==> src/rtl/credit_pkg.sv <==
// Shared sizes, link structs and sender state encoding for the credit loop.

package credit_pkg;

  // --------------------------------------------------
  // Sizes
  // --------------------------------------------------

  // Width of one data word.
  localparam int DATA_W = 16;

  // Receiver buffer depth, which is also the total number of credits in circulation.
  localparam int MAX_CREDIT = 8;

  // Any credit count must be able to hold MAX_CREDIT itself.
  localparam int CNT_W = $clog2(MAX_CREDIT + 1);

  // Index width for the receiver buffer.
  localparam int PTR_W = $clog2(MAX_CREDIT);

  // Cycles of delay through the link, the same in each direction.
  localparam int LINK_DELAY = 2;

  // Full credit count, sized to CNT_W for compares and reset loads.
  localparam logic [CNT_W-1:0] CREDIT_FULL = CNT_W'(MAX_CREDIT);

  // Last buffer index, where the pointers wrap back to zero.
  localparam logic [PTR_W-1:0] PTR_LAST = PTR_W'(MAX_CREDIT - 1);

  // --------------------------------------------------
  // Link payloads
  // --------------------------------------------------

  // Forward word from sender to receiver.
  // A set valid bit means the sender has spent one credit on it.
  typedef struct packed {
    logic              valid;
    logic [DATA_W-1:0] data;
  } flit_t;

  // Backward return from receiver to sender.
  // One credit at most per cycle, plus the receiver reset indication.
  typedef struct packed {
    logic credit;
    logic receiver_in_reset;
  } credit_ret_t;

  // Sender FSM.
  // SND_RESET waits until both sides are out of reset.
  typedef enum logic [0:0] {
    SND_RESET,
    SND_RUN
  } sender_state_e;

endpackage

==> src/rtl/credit_counter.sv <==
// Up/down credit counter with reload on reset, withholding and a combinational available count.

`timescale 1ns/1ps

module credit_counter (
  input  logic                         clk,
  input  logic                         rst,
  input  logic                         incr_valid,
  input  logic                         decr_valid,
  input  logic [credit_pkg::CNT_W-1:0] withhold,
  output logic                         decr_ready,
  output logic [credit_pkg::CNT_W-1:0] value,
  output logic [credit_pkg::CNT_W-1:0] available
);

  // Stored count before this cycle's increment, decrement and withhold.
  logic [credit_pkg::CNT_W-1:0] count_q;

  // One extra bit so the same-cycle increment cannot wrap.
  logic [credit_pkg::CNT_W:0] count_plus_incr;
  logic [credit_pkg::CNT_W:0] avail_wide;
  logic [credit_pkg::CNT_W:0] count_next;

  // A credit leaves the counter on this cycle.
  logic decr;

  // --------------------------------------------------
  // Available credit
  // --------------------------------------------------

  // An incoming credit can be passed straight out in the same cycle.
  assign count_plus_incr = {1'b0, count_q} + {{credit_pkg::CNT_W{1'b0}}, incr_valid};

  // Withheld credits stay in the count but cannot be spent.
  // The result floors at zero when more is withheld than is held.
  always_comb begin
    if (count_plus_incr > {1'b0, withhold}) begin
      avail_wide = count_plus_incr - {1'b0, withhold};
    end else begin
      avail_wide = '0;
    end
  end

  // The floored difference never exceeds MAX_CREDIT, so the top bit is always zero.
  assign available  = avail_wide[credit_pkg::CNT_W-1:0];
  assign decr_ready = (available != '0);
  assign decr       = decr_valid && decr_ready;
  assign value      = count_q;

  // --------------------------------------------------
  // Count register
  // --------------------------------------------------

  // A decrement is only granted when available is nonzero, so this cannot go negative.
  assign count_next = count_plus_incr - {{credit_pkg::CNT_W{1'b0}}, decr};

  // Reset reloads the full credit pool.
  always_ff @(posedge clk) begin
    if (rst) begin
      count_q <= credit_pkg::CREDIT_FULL;
    end else begin
      count_q <= count_next[credit_pkg::CNT_W-1:0];
    end
  end

  // Pop credits and push credits together must never create credit out of nothing.
  count_le_max_a : assert property (
    @(posedge clk) disable iff (rst)
    count_q <= credit_pkg::CREDIT_FULL
  );

endmodule

==> src/rtl/credit_link.sv <==
// Fixed-delay link carrying flits and sender reset forward, credit returns backward.

`timescale 1ns/1ps

module credit_link (
  input  logic                    clk,
  input  logic                    rst,
  input  credit_pkg::flit_t       fwd_in,
  input  logic                    fwd_rst_in,
  input  credit_pkg::credit_ret_t bwd_in,
  output credit_pkg::flit_t       fwd_out,
  output logic                    fwd_rst_out,
  output credit_pkg::credit_ret_t bwd_out
);

  // Stage 0 takes the input and the last stage drives the output.
  logic [credit_pkg::LINK_DELAY-1:0] fwd_valid_q;
  logic [credit_pkg::LINK_DELAY-1:0] fwd_rst_q;
  logic [credit_pkg::LINK_DELAY-1:0] bwd_credit_q;
  logic [credit_pkg::LINK_DELAY-1:0] bwd_rst_q;
  logic [credit_pkg::LINK_DELAY-1:0][credit_pkg::DATA_W-1:0] fwd_data_q;

  // Reset empties both directions and marks both ends as being in reset.
  always_ff @(posedge clk) begin
    if (rst) begin
      fwd_valid_q  <= '0;
      bwd_credit_q <= '0;
      fwd_rst_q    <= '1;
      bwd_rst_q    <= '1;
    end else begin
      fwd_valid_q[0]  <= fwd_in.valid;
      fwd_rst_q[0]    <= fwd_rst_in;
      bwd_credit_q[0] <= bwd_in.credit;
      bwd_rst_q[0]    <= bwd_in.receiver_in_reset;
      for (int i = 1; i < credit_pkg::LINK_DELAY; i++) begin
        fwd_valid_q[i]  <= fwd_valid_q[i-1];
        fwd_rst_q[i]    <= fwd_rst_q[i-1];
        bwd_credit_q[i] <= bwd_credit_q[i-1];
        bwd_rst_q[i]    <= bwd_rst_q[i-1];
      end
    end
  end

  // The data only means something alongside its valid bit.
  always_ff @(posedge clk) begin
    fwd_data_q[0] <= fwd_in.data;
    for (int i = 1; i < credit_pkg::LINK_DELAY; i++) begin
      fwd_data_q[i] <= fwd_data_q[i-1];
    end
  end

  always_comb begin
    fwd_out.valid             = fwd_valid_q[credit_pkg::LINK_DELAY-1];
    fwd_out.data              = fwd_data_q[credit_pkg::LINK_DELAY-1];
    fwd_rst_out               = fwd_rst_q[credit_pkg::LINK_DELAY-1];
    bwd_out.credit            = bwd_credit_q[credit_pkg::LINK_DELAY-1];
    bwd_out.receiver_in_reset = bwd_rst_q[credit_pkg::LINK_DELAY-1];
  end

endmodule

==> src/rtl/credit_loop_top.sv <==
// Top level of the credit loop joining sender, link, receiver and receiver buffer.

`timescale 1ns/1ps

module credit_loop_top (
  input  logic                          clk,
  input  logic                          rst,
  input  logic                          sender_rst,
  input  logic                          in_valid,
  input  logic [credit_pkg::DATA_W-1:0] in_data,
  output logic                          in_ready,
  output logic                          out_valid,
  output logic [credit_pkg::DATA_W-1:0] out_data,
  input  logic                          out_ready,
  input  logic [credit_pkg::CNT_W-1:0]  credit_withhold,
  output logic [credit_pkg::CNT_W-1:0]  credit_count,
  output logic [credit_pkg::CNT_W-1:0]  credit_available
);

  // --------------------------------------------------
  // Link signals
  // --------------------------------------------------

  // Sender end of the link.
  credit_pkg::flit_t       snd_flit;
  logic                    snd_in_reset;
  credit_pkg::credit_ret_t snd_credit_ret;

  // Receiver end of the link.
  credit_pkg::flit_t       rcv_push;
  logic                    rcv_sender_in_reset;
  credit_pkg::credit_ret_t rcv_credit_ret;

  // Between receiver and buffer, which share one reset and no delay.
  credit_pkg::flit_t       buf_wr;
  logic                    buf_pop_credit;

  credit_sender credit_sender (
    .clk,
    .rst,
    .sender_rst,
    .in_valid,
    .in_data,
    .credit_ret     (snd_credit_ret),
    .in_ready,
    .flit           (snd_flit),
    .sender_in_reset(snd_in_reset)
  );

  // The link sits on the receiver's reset; sender resets travel through it as a bit.
  credit_link credit_link (
    .clk,
    .rst,
    .fwd_in     (snd_flit),
    .fwd_rst_in (snd_in_reset),
    .bwd_in     (rcv_credit_ret),
    .fwd_out    (rcv_push),
    .fwd_rst_out(rcv_sender_in_reset),
    .bwd_out    (snd_credit_ret)
  );

  credit_receiver credit_receiver (
    .clk,
    .rst,
    .push                (rcv_push),
    .push_sender_in_reset(rcv_sender_in_reset),
    .pop_credit          (buf_pop_credit),
    .credit_withhold,
    .credit_ret          (rcv_credit_ret),
    .pop                 (buf_wr),
    .credit_count,
    .credit_available
  );

  rx_fifo rx_fifo (
    .clk,
    .rst,
    .wr        (buf_wr),
    .out_ready,
    .out_valid,
    .out_data,
    .pop_credit(buf_pop_credit)
  );

endmodule

==> src/rtl/credit_receiver.sv <==
// Receiver side of the credit loop, cutting pushes through to the buffer and issuing credits.

`timescale 1ns/1ps

module credit_receiver (
  input  logic                         clk,
  input  logic                         rst,
  input  credit_pkg::flit_t            push,
  input  logic                         push_sender_in_reset,
  input  logic                         pop_credit,
  input  logic [credit_pkg::CNT_W-1:0] credit_withhold,
  output credit_pkg::credit_ret_t      credit_ret,
  output credit_pkg::flit_t            pop,
  output logic [credit_pkg::CNT_W-1:0] credit_count,
  output logic [credit_pkg::CNT_W-1:0] credit_available
);

  // Either side in reset means the credit pool has to be rebuilt.
  logic either_rst;

  logic credit_incr_valid;
  logic credit_decr_valid;
  logic credit_decr_ready;

  // Words held in the buffer as seen from this side of the loop.
  logic [credit_pkg::CNT_W-1:0] occupancy_q;
  logic [credit_pkg::CNT_W:0]   occupancy_next;

  assign either_rst = rst || push_sender_in_reset;

  // --------------------------------------------------
  // Credit pool
  // --------------------------------------------------

  // Pop credits are dropped while either side is in reset.
  assign credit_incr_valid = pop_credit && !either_rst;

  // There is no stall on the link, so a credit goes out whenever one is available.
  assign credit_decr_valid = !either_rst;

  credit_counter credit_counter (
    .clk,
    .rst       (either_rst),
    .incr_valid(credit_incr_valid),
    .decr_valid(credit_decr_valid),
    .withhold  (credit_withhold),
    .decr_ready(credit_decr_ready),
    .value     (credit_count),
    .available (credit_available)
  );

  // The in-reset bit reflects only this side's own reset.
  always_comb begin
    credit_ret.credit            = credit_decr_valid && credit_decr_ready;
    credit_ret.receiver_in_reset = rst;
  end

  // --------------------------------------------------
  // Datapath
  // --------------------------------------------------

  // Zero-cycle cut-through into the buffer.
  // Words that arrive during reset are dropped.
  always_comb begin
    pop.valid = push.valid && !either_rst;
    pop.data  = push.data;
  end

  // --------------------------------------------------
  // Occupancy check
  // --------------------------------------------------

  assign occupancy_next = {1'b0, occupancy_q} + {{credit_pkg::CNT_W{1'b0}}, pop.valid}
                        - {{credit_pkg::CNT_W{1'b0}}, credit_incr_valid};

  always_ff @(posedge clk) begin
    if (either_rst) begin
      occupancy_q <= '0;
    end else begin
      occupancy_q <= occupancy_next[credit_pkg::CNT_W-1:0];
    end
  end

  // The sender must never push more words than the buffer has room for.
  no_push_overflow_a : assert property (
    @(posedge clk) disable iff (either_rst)
    push.valid |-> (occupancy_next <= {1'b0, credit_pkg::CREDIT_FULL})
  );

  // The link still reports the sender in reset on the cycle after rst.
  // So nothing reaches the buffer there either.
  pop_valid_low_in_rst_a : assert property (
    @(posedge clk)
    rst |=> !pop.valid
  );

endmodule

==> src/rtl/credit_sender.sv <==
// Sender side of the credit loop, spending one held credit per accepted upstream word.

`timescale 1ns/1ps

module credit_sender (
  input  logic                          clk,
  input  logic                          rst,
  input  logic                          sender_rst,
  input  logic                          in_valid,
  input  logic [credit_pkg::DATA_W-1:0] in_data,
  input  credit_pkg::credit_ret_t       credit_ret,
  output logic                          in_ready,
  output credit_pkg::flit_t             flit,
  output logic                          sender_in_reset
);

  credit_pkg::sender_state_e state_q;
  credit_pkg::sender_state_e state_d;

  // Credits currently held by the sender.
  logic [credit_pkg::CNT_W-1:0] count_q;
  logic [credit_pkg::CNT_W-1:0] count_d;
  logic [credit_pkg::CNT_W:0]   count_sum;

  // An upstream word transfers on this cycle.
  logic accept;

  // The sender side is reset by the shared reset or by its own.
  assign sender_in_reset = rst || sender_rst;

  // --------------------------------------------------
  // Upstream handshake
  // --------------------------------------------------

  // in_ready depends only on state, never on in_valid.
  assign in_ready = (state_q == credit_pkg::SND_RUN) && (count_q != '0);
  assign accept   = in_valid && in_ready;

  // Each accepted word goes onto the link in the same cycle.
  always_comb begin
    flit.valid = accept;
    flit.data  = in_data;
  end

  // --------------------------------------------------
  // FSM and credit count
  // --------------------------------------------------

  // Wait in SND_RESET until the receiver reports it is out of reset.
  // A receiver reset seen while running sends the sender back to wait.
  always_comb begin
    state_d = state_q;
    case (state_q)
      credit_pkg::SND_RESET: begin
        if (!credit_ret.receiver_in_reset) begin
          state_d = credit_pkg::SND_RUN;
        end
      end
      credit_pkg::SND_RUN: begin
        if (credit_ret.receiver_in_reset) begin
          state_d = credit_pkg::SND_RESET;
        end
      end
      default: state_d = credit_pkg::SND_RESET;
    endcase
  end

  // Returned credits add and accepted words subtract.
  assign count_sum = {1'b0, count_q} + {{credit_pkg::CNT_W{1'b0}}, credit_ret.credit}
                   - {{credit_pkg::CNT_W{1'b0}}, accept};

  // Credits only count while running. The receiver rebuilds its pool on reset.
  always_comb begin
    if ((state_q == credit_pkg::SND_RUN) && (state_d == credit_pkg::SND_RUN)) begin
      count_d = count_sum[credit_pkg::CNT_W-1:0];
    end else begin
      count_d = '0;
    end
  end

  always_ff @(posedge clk) begin
    if (sender_in_reset) begin
      state_q <= credit_pkg::SND_RESET;
      count_q <= '0;
    end else begin
      state_q <= state_d;
      count_q <= count_d;
    end
  end

  // The receiver never hands out more credit than the buffer holds.
  sender_count_le_max_a : assert property (
    @(posedge clk) disable iff (sender_in_reset)
    count_q <= credit_pkg::CREDIT_FULL
  );

endmodule

==> src/rtl/rx_fifo.sv <==
// Receiver buffer of MAX_CREDIT words that returns one pop credit per word taken downstream.

`timescale 1ns/1ps

module rx_fifo (
  input  logic                          clk,
  input  logic                          rst,
  input  credit_pkg::flit_t             wr,
  input  logic                          out_ready,
  output logic                          out_valid,
  output logic [credit_pkg::DATA_W-1:0] out_data,
  output logic                          pop_credit
);

  // Storage for the words in flight between receiver and consumer.
  logic [credit_pkg::DATA_W-1:0] mem [credit_pkg::MAX_CREDIT];

  logic [credit_pkg::PTR_W-1:0] wr_ptr_q;
  logic [credit_pkg::PTR_W-1:0] rd_ptr_q;
  logic [credit_pkg::CNT_W-1:0] count_q;

  logic full;
  logic pop;

  // --------------------------------------------------
  // Downstream handshake
  // --------------------------------------------------

  // Valid comes straight from the count register, one cycle after a write.
  assign out_valid = (count_q != '0);
  assign out_data  = mem[rd_ptr_q];
  assign full      = (count_q == credit_pkg::CREDIT_FULL);
  assign pop       = out_valid && out_ready;

  // Each word taken frees one buffer entry, which goes back as a credit.
  assign pop_credit = pop;

  // --------------------------------------------------
  // Storage
  // --------------------------------------------------

  // Writes land on the edge that ends the cycle the flit arrives.
  always_ff @(posedge clk) begin
    if (wr.valid) begin
      mem[wr_ptr_q] <= wr.data;
    end
  end

  // Pointers wrap at the last entry and the count tracks the fill level.
  always_ff @(posedge clk) begin
    if (rst) begin
      wr_ptr_q <= '0;
      rd_ptr_q <= '0;
      count_q  <= '0;
    end else begin
      if (wr.valid) begin
        wr_ptr_q <= (wr_ptr_q == credit_pkg::PTR_LAST) ? '0 : wr_ptr_q + 1'b1;
      end
      if (pop) begin
        rd_ptr_q <= (rd_ptr_q == credit_pkg::PTR_LAST) ? '0 : rd_ptr_q + 1'b1;
      end
      case ({wr.valid, pop})
        2'b10:   count_q <= count_q + 1'b1;
        2'b01:   count_q <= count_q - 1'b1;
        default: count_q <= count_q;
      endcase
    end
  end

  // The credit loop as a whole must keep writes away from a full buffer.
  no_write_when_full_a : assert property (
    @(posedge clk) disable iff (rst)
    wr.valid |-> !full
  );

endmodule

==> config.mk <==
export PLATFORM = sky130hd
export DESIGN_NAME = credit_loop_top
export DESIGN_NICKNAME = d
export VERILOG_FILES = /design/src/rtl/credit_pkg.sv /design/src/rtl/credit_counter.sv /design/src/rtl/credit_link.sv /design/src/rtl/credit_loop_top.sv /design/src/rtl/credit_receiver.sv /design/src/rtl/credit_sender.sv /design/src/rtl/rx_fifo.sv
export SDC_FILE = /design/constraint.sdc
export NUM_CORES = 1
export LEC_CHECK = 0
export ABC_AREA = 0
export BUFFER_PORTS_ARGS = -buffer_cell sky130_fd_sc_hd__clkbuf_2
export CAP_MARGIN = 20
export CORE_UTILIZATION = 50
export CTS_BUF_LIST = sky130_fd_sc_hd__clkbuf_16
export DETAILED_ROUTE_END_ITERATION = 16
export PLACE_DENSITY = 0.69
export SETUP_SLACK_MARGIN = 0.1
export SYNTH_ARGS = -nofsm -noshare
export SYNTH_HDL_FRONTEND = slang
export SYNTH_SLANG_ARGS = --single-unit
==> constraint.sdc <==
create_clock -name clk -period 3.34 [get_ports clk]
set_input_delay 0.501 -clock clk [delete_from_list [all_inputs] [get_ports clk]]
set_output_delay 0.501 -clock clk [all_outputs]
set_load 0.02 [all_outputs]
==> flow_metrics.env, run 1 <==
export IMPL_status="finished, violations left"
export IMPL_violations="negative setup slack"
export IMPL_synthFlopType="edfxtp_1"
export IMPL_setup_violations=6
export IMPL_cts_max_level=4
export IMPL_grt_antenna_before_repair=0
export IMPL_cp_arrival_ns=3.11
export IMPL_ios=51
export IMPL_grtUsageTotal=0.178
export IMPL_rr_worst_depth=16
export IMPL_gr_total_overflow=0
export IMPL_postLayoutCoreUtil=0.613
export IMPL_finalCritPeriodShare=1.08
export IMPL_num_vias=3466
export IMPL_muxShareOfSynthArea=0.146
export IMPL_start_kind="flop"
export IMPL_clock_sinks=190
export IMPL_die_y_um=121
export IMPL_synthAdderAreaFrac=0.0438
export IMPL_clk_latency_ns=0.42
export IMPL_ys_seq_area_frac=0.718
export IMPL_p_per_area_mw_per_mm2=575
export IMPL_drtPass1Iterations=6
export IMPL_clock_skew_ns=0.00763
export IMPL_die_w_um=121
export IMPL_dpl_hpwl_um=6990
export IMPL_synth_fp_nets=432
export IMPL_yosys_top_cells_area="edfxtp_1 54%, dfxtp_1 18%, mux4_1 10%"
export IMPL_max_freq_mhz=277
export IMPL_wl_per_cell_um=17.7
export IMPL_dp_cells=620
export IMPL_gp_routability_congestion=0.783
export IMPL_synth_top_area_frac=0.543
export IMPL_synthSimpleGateAreaFrac=0.0447
export IMPL_tns_ns=-1.22
export IMPL_vdd_ir_drop_max_uv=404
export IMPL_ys_types=37
export IMPL_reg2reg_slack_ns=-0.11
export IMPL_total_power_mw=4.87
export IMPL_drive_above_1_share=0.311
export IMPL_cp_end_kind="primary output"
export IMPL_hold_class="input pin to flop"
export IMPL_syn_area_per_cell_um2=18.4
export IMPL_cts_buffers=17
export IMPL_synthTopCellsByCount="128 x edfxtp_1, 62 x dfxtp_1, 28 x mux4_1"
export IMPL_synth_top_area_cell="edfxtp_1"
export IMPL_post_place_ws_ns=-0.0531
export IMPL_synth_edf_count=128
export IMPL_diodes=0
export IMPL_synthToLayoutAreaGrowth_pct=19.7
export IMPL_clk_path_buf_depth=2
export IMPL_critical_path_class="flop to primary output"
export IMPL_syn_inst=384
export IMPL_postRouteAntennaNets=0
export IMPL_port_buffers=50
export IMPL_holdPathStages=1
export IMPL_p_leak_nw=3.03
export IMPL_synthesis_area_mm2=0.00708
export IMPL_cp_max_fo=6
export IMPL_first_iter_violations=198
export IMPL_core_mm2=0.0138
export IMPL_ctsRootBufferMaster="clkbuf_16"
export IMPL_avgViaCountPerCell=5.28
export IMPL_fin_cells=656
export IMPL_maxCapViolCount=0
export IMPL_synthXorXnorAreaFrac=0.0124
export IMPL_max_slew_margin=0.641
export IMPL_rows=43
export IMPL_synth_top_family_by_area="multiplexers"
export IMPL_clkTransAtPathRegs_ns=0.06
export IMPL_synth_compound_area_frac=0.0150
export IMPL_grt_pass1_wl_um=18500
export IMPL_layout_nets=511
export IMPL_finalCriticalPeriod_ns=3.61
export IMPL_grt_pass1_vias=3596
export IMPL_rsz0062_at_grt="yes"
export IMPL_timing_rr_end="credit_receiver.credit_counter.value[3]"
export IMPL_grt_max_degree=33
export IMPL_synthArstFlopShare=0
export IMPL_timing_final_hold_violations=0
export IMPL_r2r_start="rx_fifo.count_q[1]"
export IMPL_min_from="in_data[2]"
export IMPL_ys_ff_latch=190
export IMPL_layout_setup_ws_ns=-0.275
export IMPL_die_area_mm2=0.0146
export IMPL_cp_required_ns=2.84
export IMPL_yosys_warnings=0
export IMPL_cts_tree="done"
export IMPL_wl_um=11600
export IMPL_start_util=0.512
export IMPL_drcViolationCount=0
export IMPL_synth_most_common_cell="edfxtp_1"
export IMPL_hold_end="credit_link.fwd_data_q[2]"
export IMPL_slew_viol_final=0
export IMPL_tightest_slew_ns=0.538
## metrics by stage
step / area (µm²) / hold slack [ns]
6_report: 8470 / 0.181
5_1_grt: 8470 / 0.149
4_1_cts: 8450 / 0.158
3_3_place_gp: 7700 / 0.311
2_1_floorplan: 7150 / 0.310
3_5_place_dp: 7700 / 0.312
## cell type report
cell class                      count  area [µm²]
Multi-Input combinational cell    166        2000
Timing Repair Buffer               72         425
Inverter                           16        62.6
Clock inverter                     15         253
Sequential cell                   190        5090
Tap cell                          180         225
Fill cell                         989        5350
Clock buffer                       17         425
## logic make-up after synthesis
logic type / count (synthesis)
DFF: 190
and+or+nand+nor: 65
AOI/OAI and AO/OA: 17
muxes: 51
xor gates and xnor gates: 10
adders and majority gates: 23
buffers and inverters: 28
## sequential cells by signal, indices dropped and copies added, names as in the netlist, 3 cells and up, named ones only
signal and count:
rx_fifo.mem 128, credit_link.fwd_data_q 16, credit_link.fwd_out 16, credit_receiver.credit_counter.value 4, credit_sender.count_q 4, rx_fifo.count_q 4, rx_fifo.rd_ptr_q 3, rx_fifo.wr_ptr_q 3
## power breakdown
part / internal [mW] / switching (mW)
Clock: 1.47 / 0.791
Sequential: 2.53 / 0.0220
Combinational: 0.0323 / 0.0332
Total: 4.03 / 0.846
## metal layers
metal | global-route usage | wire length [µm] | vias to the layer above
li1 | - | - | 1650
met1 | 0.213 | 4870 | 1743
met2 | 0.300 | 6180 | 63
met3 | 0.0587 | 424 | 10
met4 | 0.0633 | 112 | 0
met5 | 0 | 0 | -
## worst max path at each step
| stage | startpoint | to | slack, ns | cells past startpoint |
|---|---|---|---|---|
| 3_5_place_dp | rx_fifo.count_q[3] | credit_receiver.credit_counter.value[3] | -0.05 | 15 |
| 6_report | rx_fifo.count_q[1] | credit_available[2] | -0.27 | 12 |
| 2_1_floorplan | rx_fifo.count_q[3] | credit_receiver.credit_counter.value[3] | 0.05 | 15 |
| 5_1_grt | rx_fifo.count_q[1] | credit_available[2] | -0.43 | 12 |
| 4_1_cts | rx_fifo.count_q[1] | credit_available[2] | -0.29 | 12 |
| 3_3_place_gp | rx_fifo.count_q[3] | credit_receiver.credit_counter.value[3] | 0.02 | 15 |
## critical path, stage by stage, from the launching register on
cell and delay [ns]:
dfxtp_2 0.32, or4_4 0.55, nand2_4 0.08, nor3_2 0.04, ha_2 0.18, ha_4 0.18, xor2_4 0.19, ha_4 0.30
nand4_1 0.11, a32o_2 0.27, a31oi_4 0.22, nor2_1 0.08, buf_4 0.16
## what timing repair did
action,in CTS,in global routing
hold endpoints to repair,0,0
pin swaps,12,9
endpoints found under the setup margin,7,8
hold buffers,0,0
resized for setup,15,6
buffers inserted,3,1
## placed cells by master, fill, tap and decap left out, drive strengths merged, types with 2 or more instances in the layout
| cell | instances |
|---|---|
| and3 | 3 |
| nor3 | 6 |
| or4 | 2 |
| nor2b | 4 |
| dfxtp | 62 |
| nand2b | 2 |
| mux2 | 16 |
| fa | 3 |
| xnor2 | 5 |
| a21oi | 10 |
| mux4 | 32 |
| bufinv | 7 |
| ha | 20 |
| clkbuf | 63 |
| edfxtp | 128 |
| a2111oi | 2 |
| mux2i | 3 |
| xor2 | 5 |
| nand2 | 9 |
| or2 | 4 |
| nor2 | 25 |
| clkinvlp | 3 |
| inv | 20 |
| buf | 26 |
| nand3 | 5 |
Power figures use the tool's default switching activity.
==> run 2: changes to the inputs <==
--- a/config.mk
+++ b/config.mk
@@ -13,6 +13,7 @@
 export DETAILED_ROUTE_END_ITERATION = 16
 export PLACE_DENSITY = 0.69
 export SETUP_SLACK_MARGIN = 0.1
+export SKIP_CTS_REPAIR_TIMING = 1
 export SYNTH_ARGS = -nofsm -noshare
 export SYNTH_HDL_FRONTEND = slang
 export SYNTH_SLANG_ARGS = --single-unit
==> run 2 against run 1 <==
  * The run still ends with negative setup slack left
  * Total power barely moved
  * Setup slack improved by 0.021 ns
  * Clock skew fell by 0.0017 ns
  * Via count fell by 0.23%
  * Wire length fell by 1.0%
  * Combinational power rose by 3%
  * Fmax rose by 0.60%
  * Non-clock buffer count did not move
  * Hold slack got worse by 0.0012 ns
  * Die area did not move
  * Register-to-register slack improved by 0.04 ns
  * Critical endpoint is now credit_available[1]
  * Largest cell class unchanged
  * Largest power group unchanged
  * Highest routed layer unchanged
==> flow_metrics.env, run 2 (synthesis gave the netlist of run 1 again) <==
export IMPL_status="finished, violations left"
export IMPL_violations="negative setup slack"
export IMPL_clock_sinks=190
export IMPL_postLayoutCoreUtil=0.613
export IMPL_drtPass1Iterations=4
export IMPL_cp_required_ns=2.84
export IMPL_synthToLayoutAreaGrowth_pct=19.7
export IMPL_diodes=0
export IMPL_tightest_slew_ns=0.529
export IMPL_drive_above_1_share=0.311
export IMPL_avgViaCountPerCell=5.27
export IMPL_clk_latency_ns=0.42
export IMPL_num_vias=3458
export IMPL_slew_viol_final=0
export IMPL_gr_total_overflow=0
export IMPL_clk_path_buf_depth=2
export IMPL_dpl_hpwl_um=6990
export IMPL_wl_um=11500
export IMPL_grt_antenna_before_repair=0
export IMPL_finalCritPeriodShare=1.08
export IMPL_die_y_um=121
export IMPL_total_power_mw=4.87
export IMPL_maxCapViolCount=0
export IMPL_largest_reg_flops=128
export IMPL_die_w_um=121
export IMPL_max_freq_mhz=278
export IMPL_grt_max_degree=33
export IMPL_fin_hold_ws_ns=0.180
export IMPL_cp_arrival_ns=3.09
export IMPL_core_mm2=0.0138
export IMPL_stdcell_area_mm2=0.00847
export IMPL_ios=51
export IMPL_die_area_mm2=0.0146
export IMPL_place_area_mm2=0.00770
export IMPL_dp_cells=620
export IMPL_regMostFlops="rx_fifo.mem"
export IMPL_layout_nets=511
export IMPL_vdd_ir_drop_max_uv=389
export IMPL_grt_pass1_wl_um=18400
export IMPL_layout_setup_ws_ns=-0.253
export IMPL_drcViolationCount=0
export IMPL_cts_max_level=4
export IMPL_gp_routability_congestion=0.783
export IMPL_final_cell_mix="128 x edfxtp_1, 61 x dfxtp_1, 47 x clkbuf_2"
export IMPL_clock_skew_ns=0.00596
export IMPL_ctsRootBufferMaster="clkbuf_16"
export IMPL_cp_max_fo=5
export IMPL_max_slew_margin=0.647
export IMPL_grt_pass1_vias=3577
export IMPL_cts_buffers=17
export IMPL_rsz0062_at_grt="yes"
export IMPL_p_leak_nw=3.03
export IMPL_timing_final_hold_violations=0
export IMPL_wl_per_cell_um=17.5
export IMPL_finalCriticalPeriod_ns=3.59
export IMPL_p_per_area_mw_per_mm2=575
export IMPL_rows=43
export IMPL_port_buffers=50
export IMPL_critical_path_class="flop to primary output"
export IMPL_clkTransAtPathRegs_ns=0.06
export IMPL_first_iter_violations=229
export IMPL_start_kind="flop"
export IMPL_fin_cells=656
export IMPL_setup_violations=6
export IMPL_postRouteAntennaNets=0
export IMPL_cp_end_kind="primary output"
export IMPL_tns_ns=-1.13
export IMPL_hold_class="input pin to flop"
export IMPL_final_common_cell="edfxtp_1"
export IMPL_post_place_ws_ns=-0.0531
export IMPL_start_util=0.512
export IMPL_grtUsageTotal=0.176
export IMPL_cts_tree="done"
run 2: changes by cell type in the layout (fill, tap and decap cells not counted), sizes merged:
cell / change
buf: -1
clkbuf: +1
run 2: area by class of cell:
| type | instances | area, µm² |
|---|---|---|
| Clock buffer | 17 | 425 |
| Clock inverter | 15 | 253 |
| Fill cell | 985 | 5360 |
| Inverter | 16 | 60.1 |
| Multi-Input combinational cell | 166 | 2000 |
| Sequential cell | 190 | 5090 |
| Tap cell | 180 | 225 |
| Timing Repair Buffer | 72 | 420 |
run 2: routing by layer:
layer | global-route usage | vias up | wire [µm]
met5 | 0 | - | 0
met4 | 0.0617 | 0 | 141
met3 | 0.0587 | 13 | 466
met2 | 0.295 | 72 | 6000
met1 | 0.212 | 1722 | 4850
li1 | - | 1651 | -
run 2: path summary, 6_finish.rpt:
kind / from / to / slack [ns] / cells after the start
worst min-delay path: in_data[2] / credit_link.fwd_data_q[2] / 0.18 / 1
worst max-delay path: rx_fifo.count_q[1] / credit_available[1] / -0.25 / 12
worst max register to register: rx_fifo.count_q[1] / credit_receiver.credit_counter.value[2] / -0.07 / 16
worst min register to register: credit_link.fwd_data_q[10] / credit_link.fwd_out[10] / 0.33 / 0
run 2: worst max-delay path, cell delays in order, from the launching register on:
cell,delay [ns]
dfxtp_2,0.32
or4_4,0.56
nand2_4,0.09
nor3_2,0.04
ha_2,0.19
ha_4,0.18
xor2_4,0.19
ha_4,0.30
nand4_1,0.10
a32o_2,0.26
a31oi_4,0.22
nor2_1,0.07
clkbuf_2,0.15
run 2: report_power, final:
part	total [mW]	internal [mW]	switching, mW
registers	2.55	2.53	0.0220
logic	0.0672	0.0325	0.0347
clock network	2.25	1.47	0.789
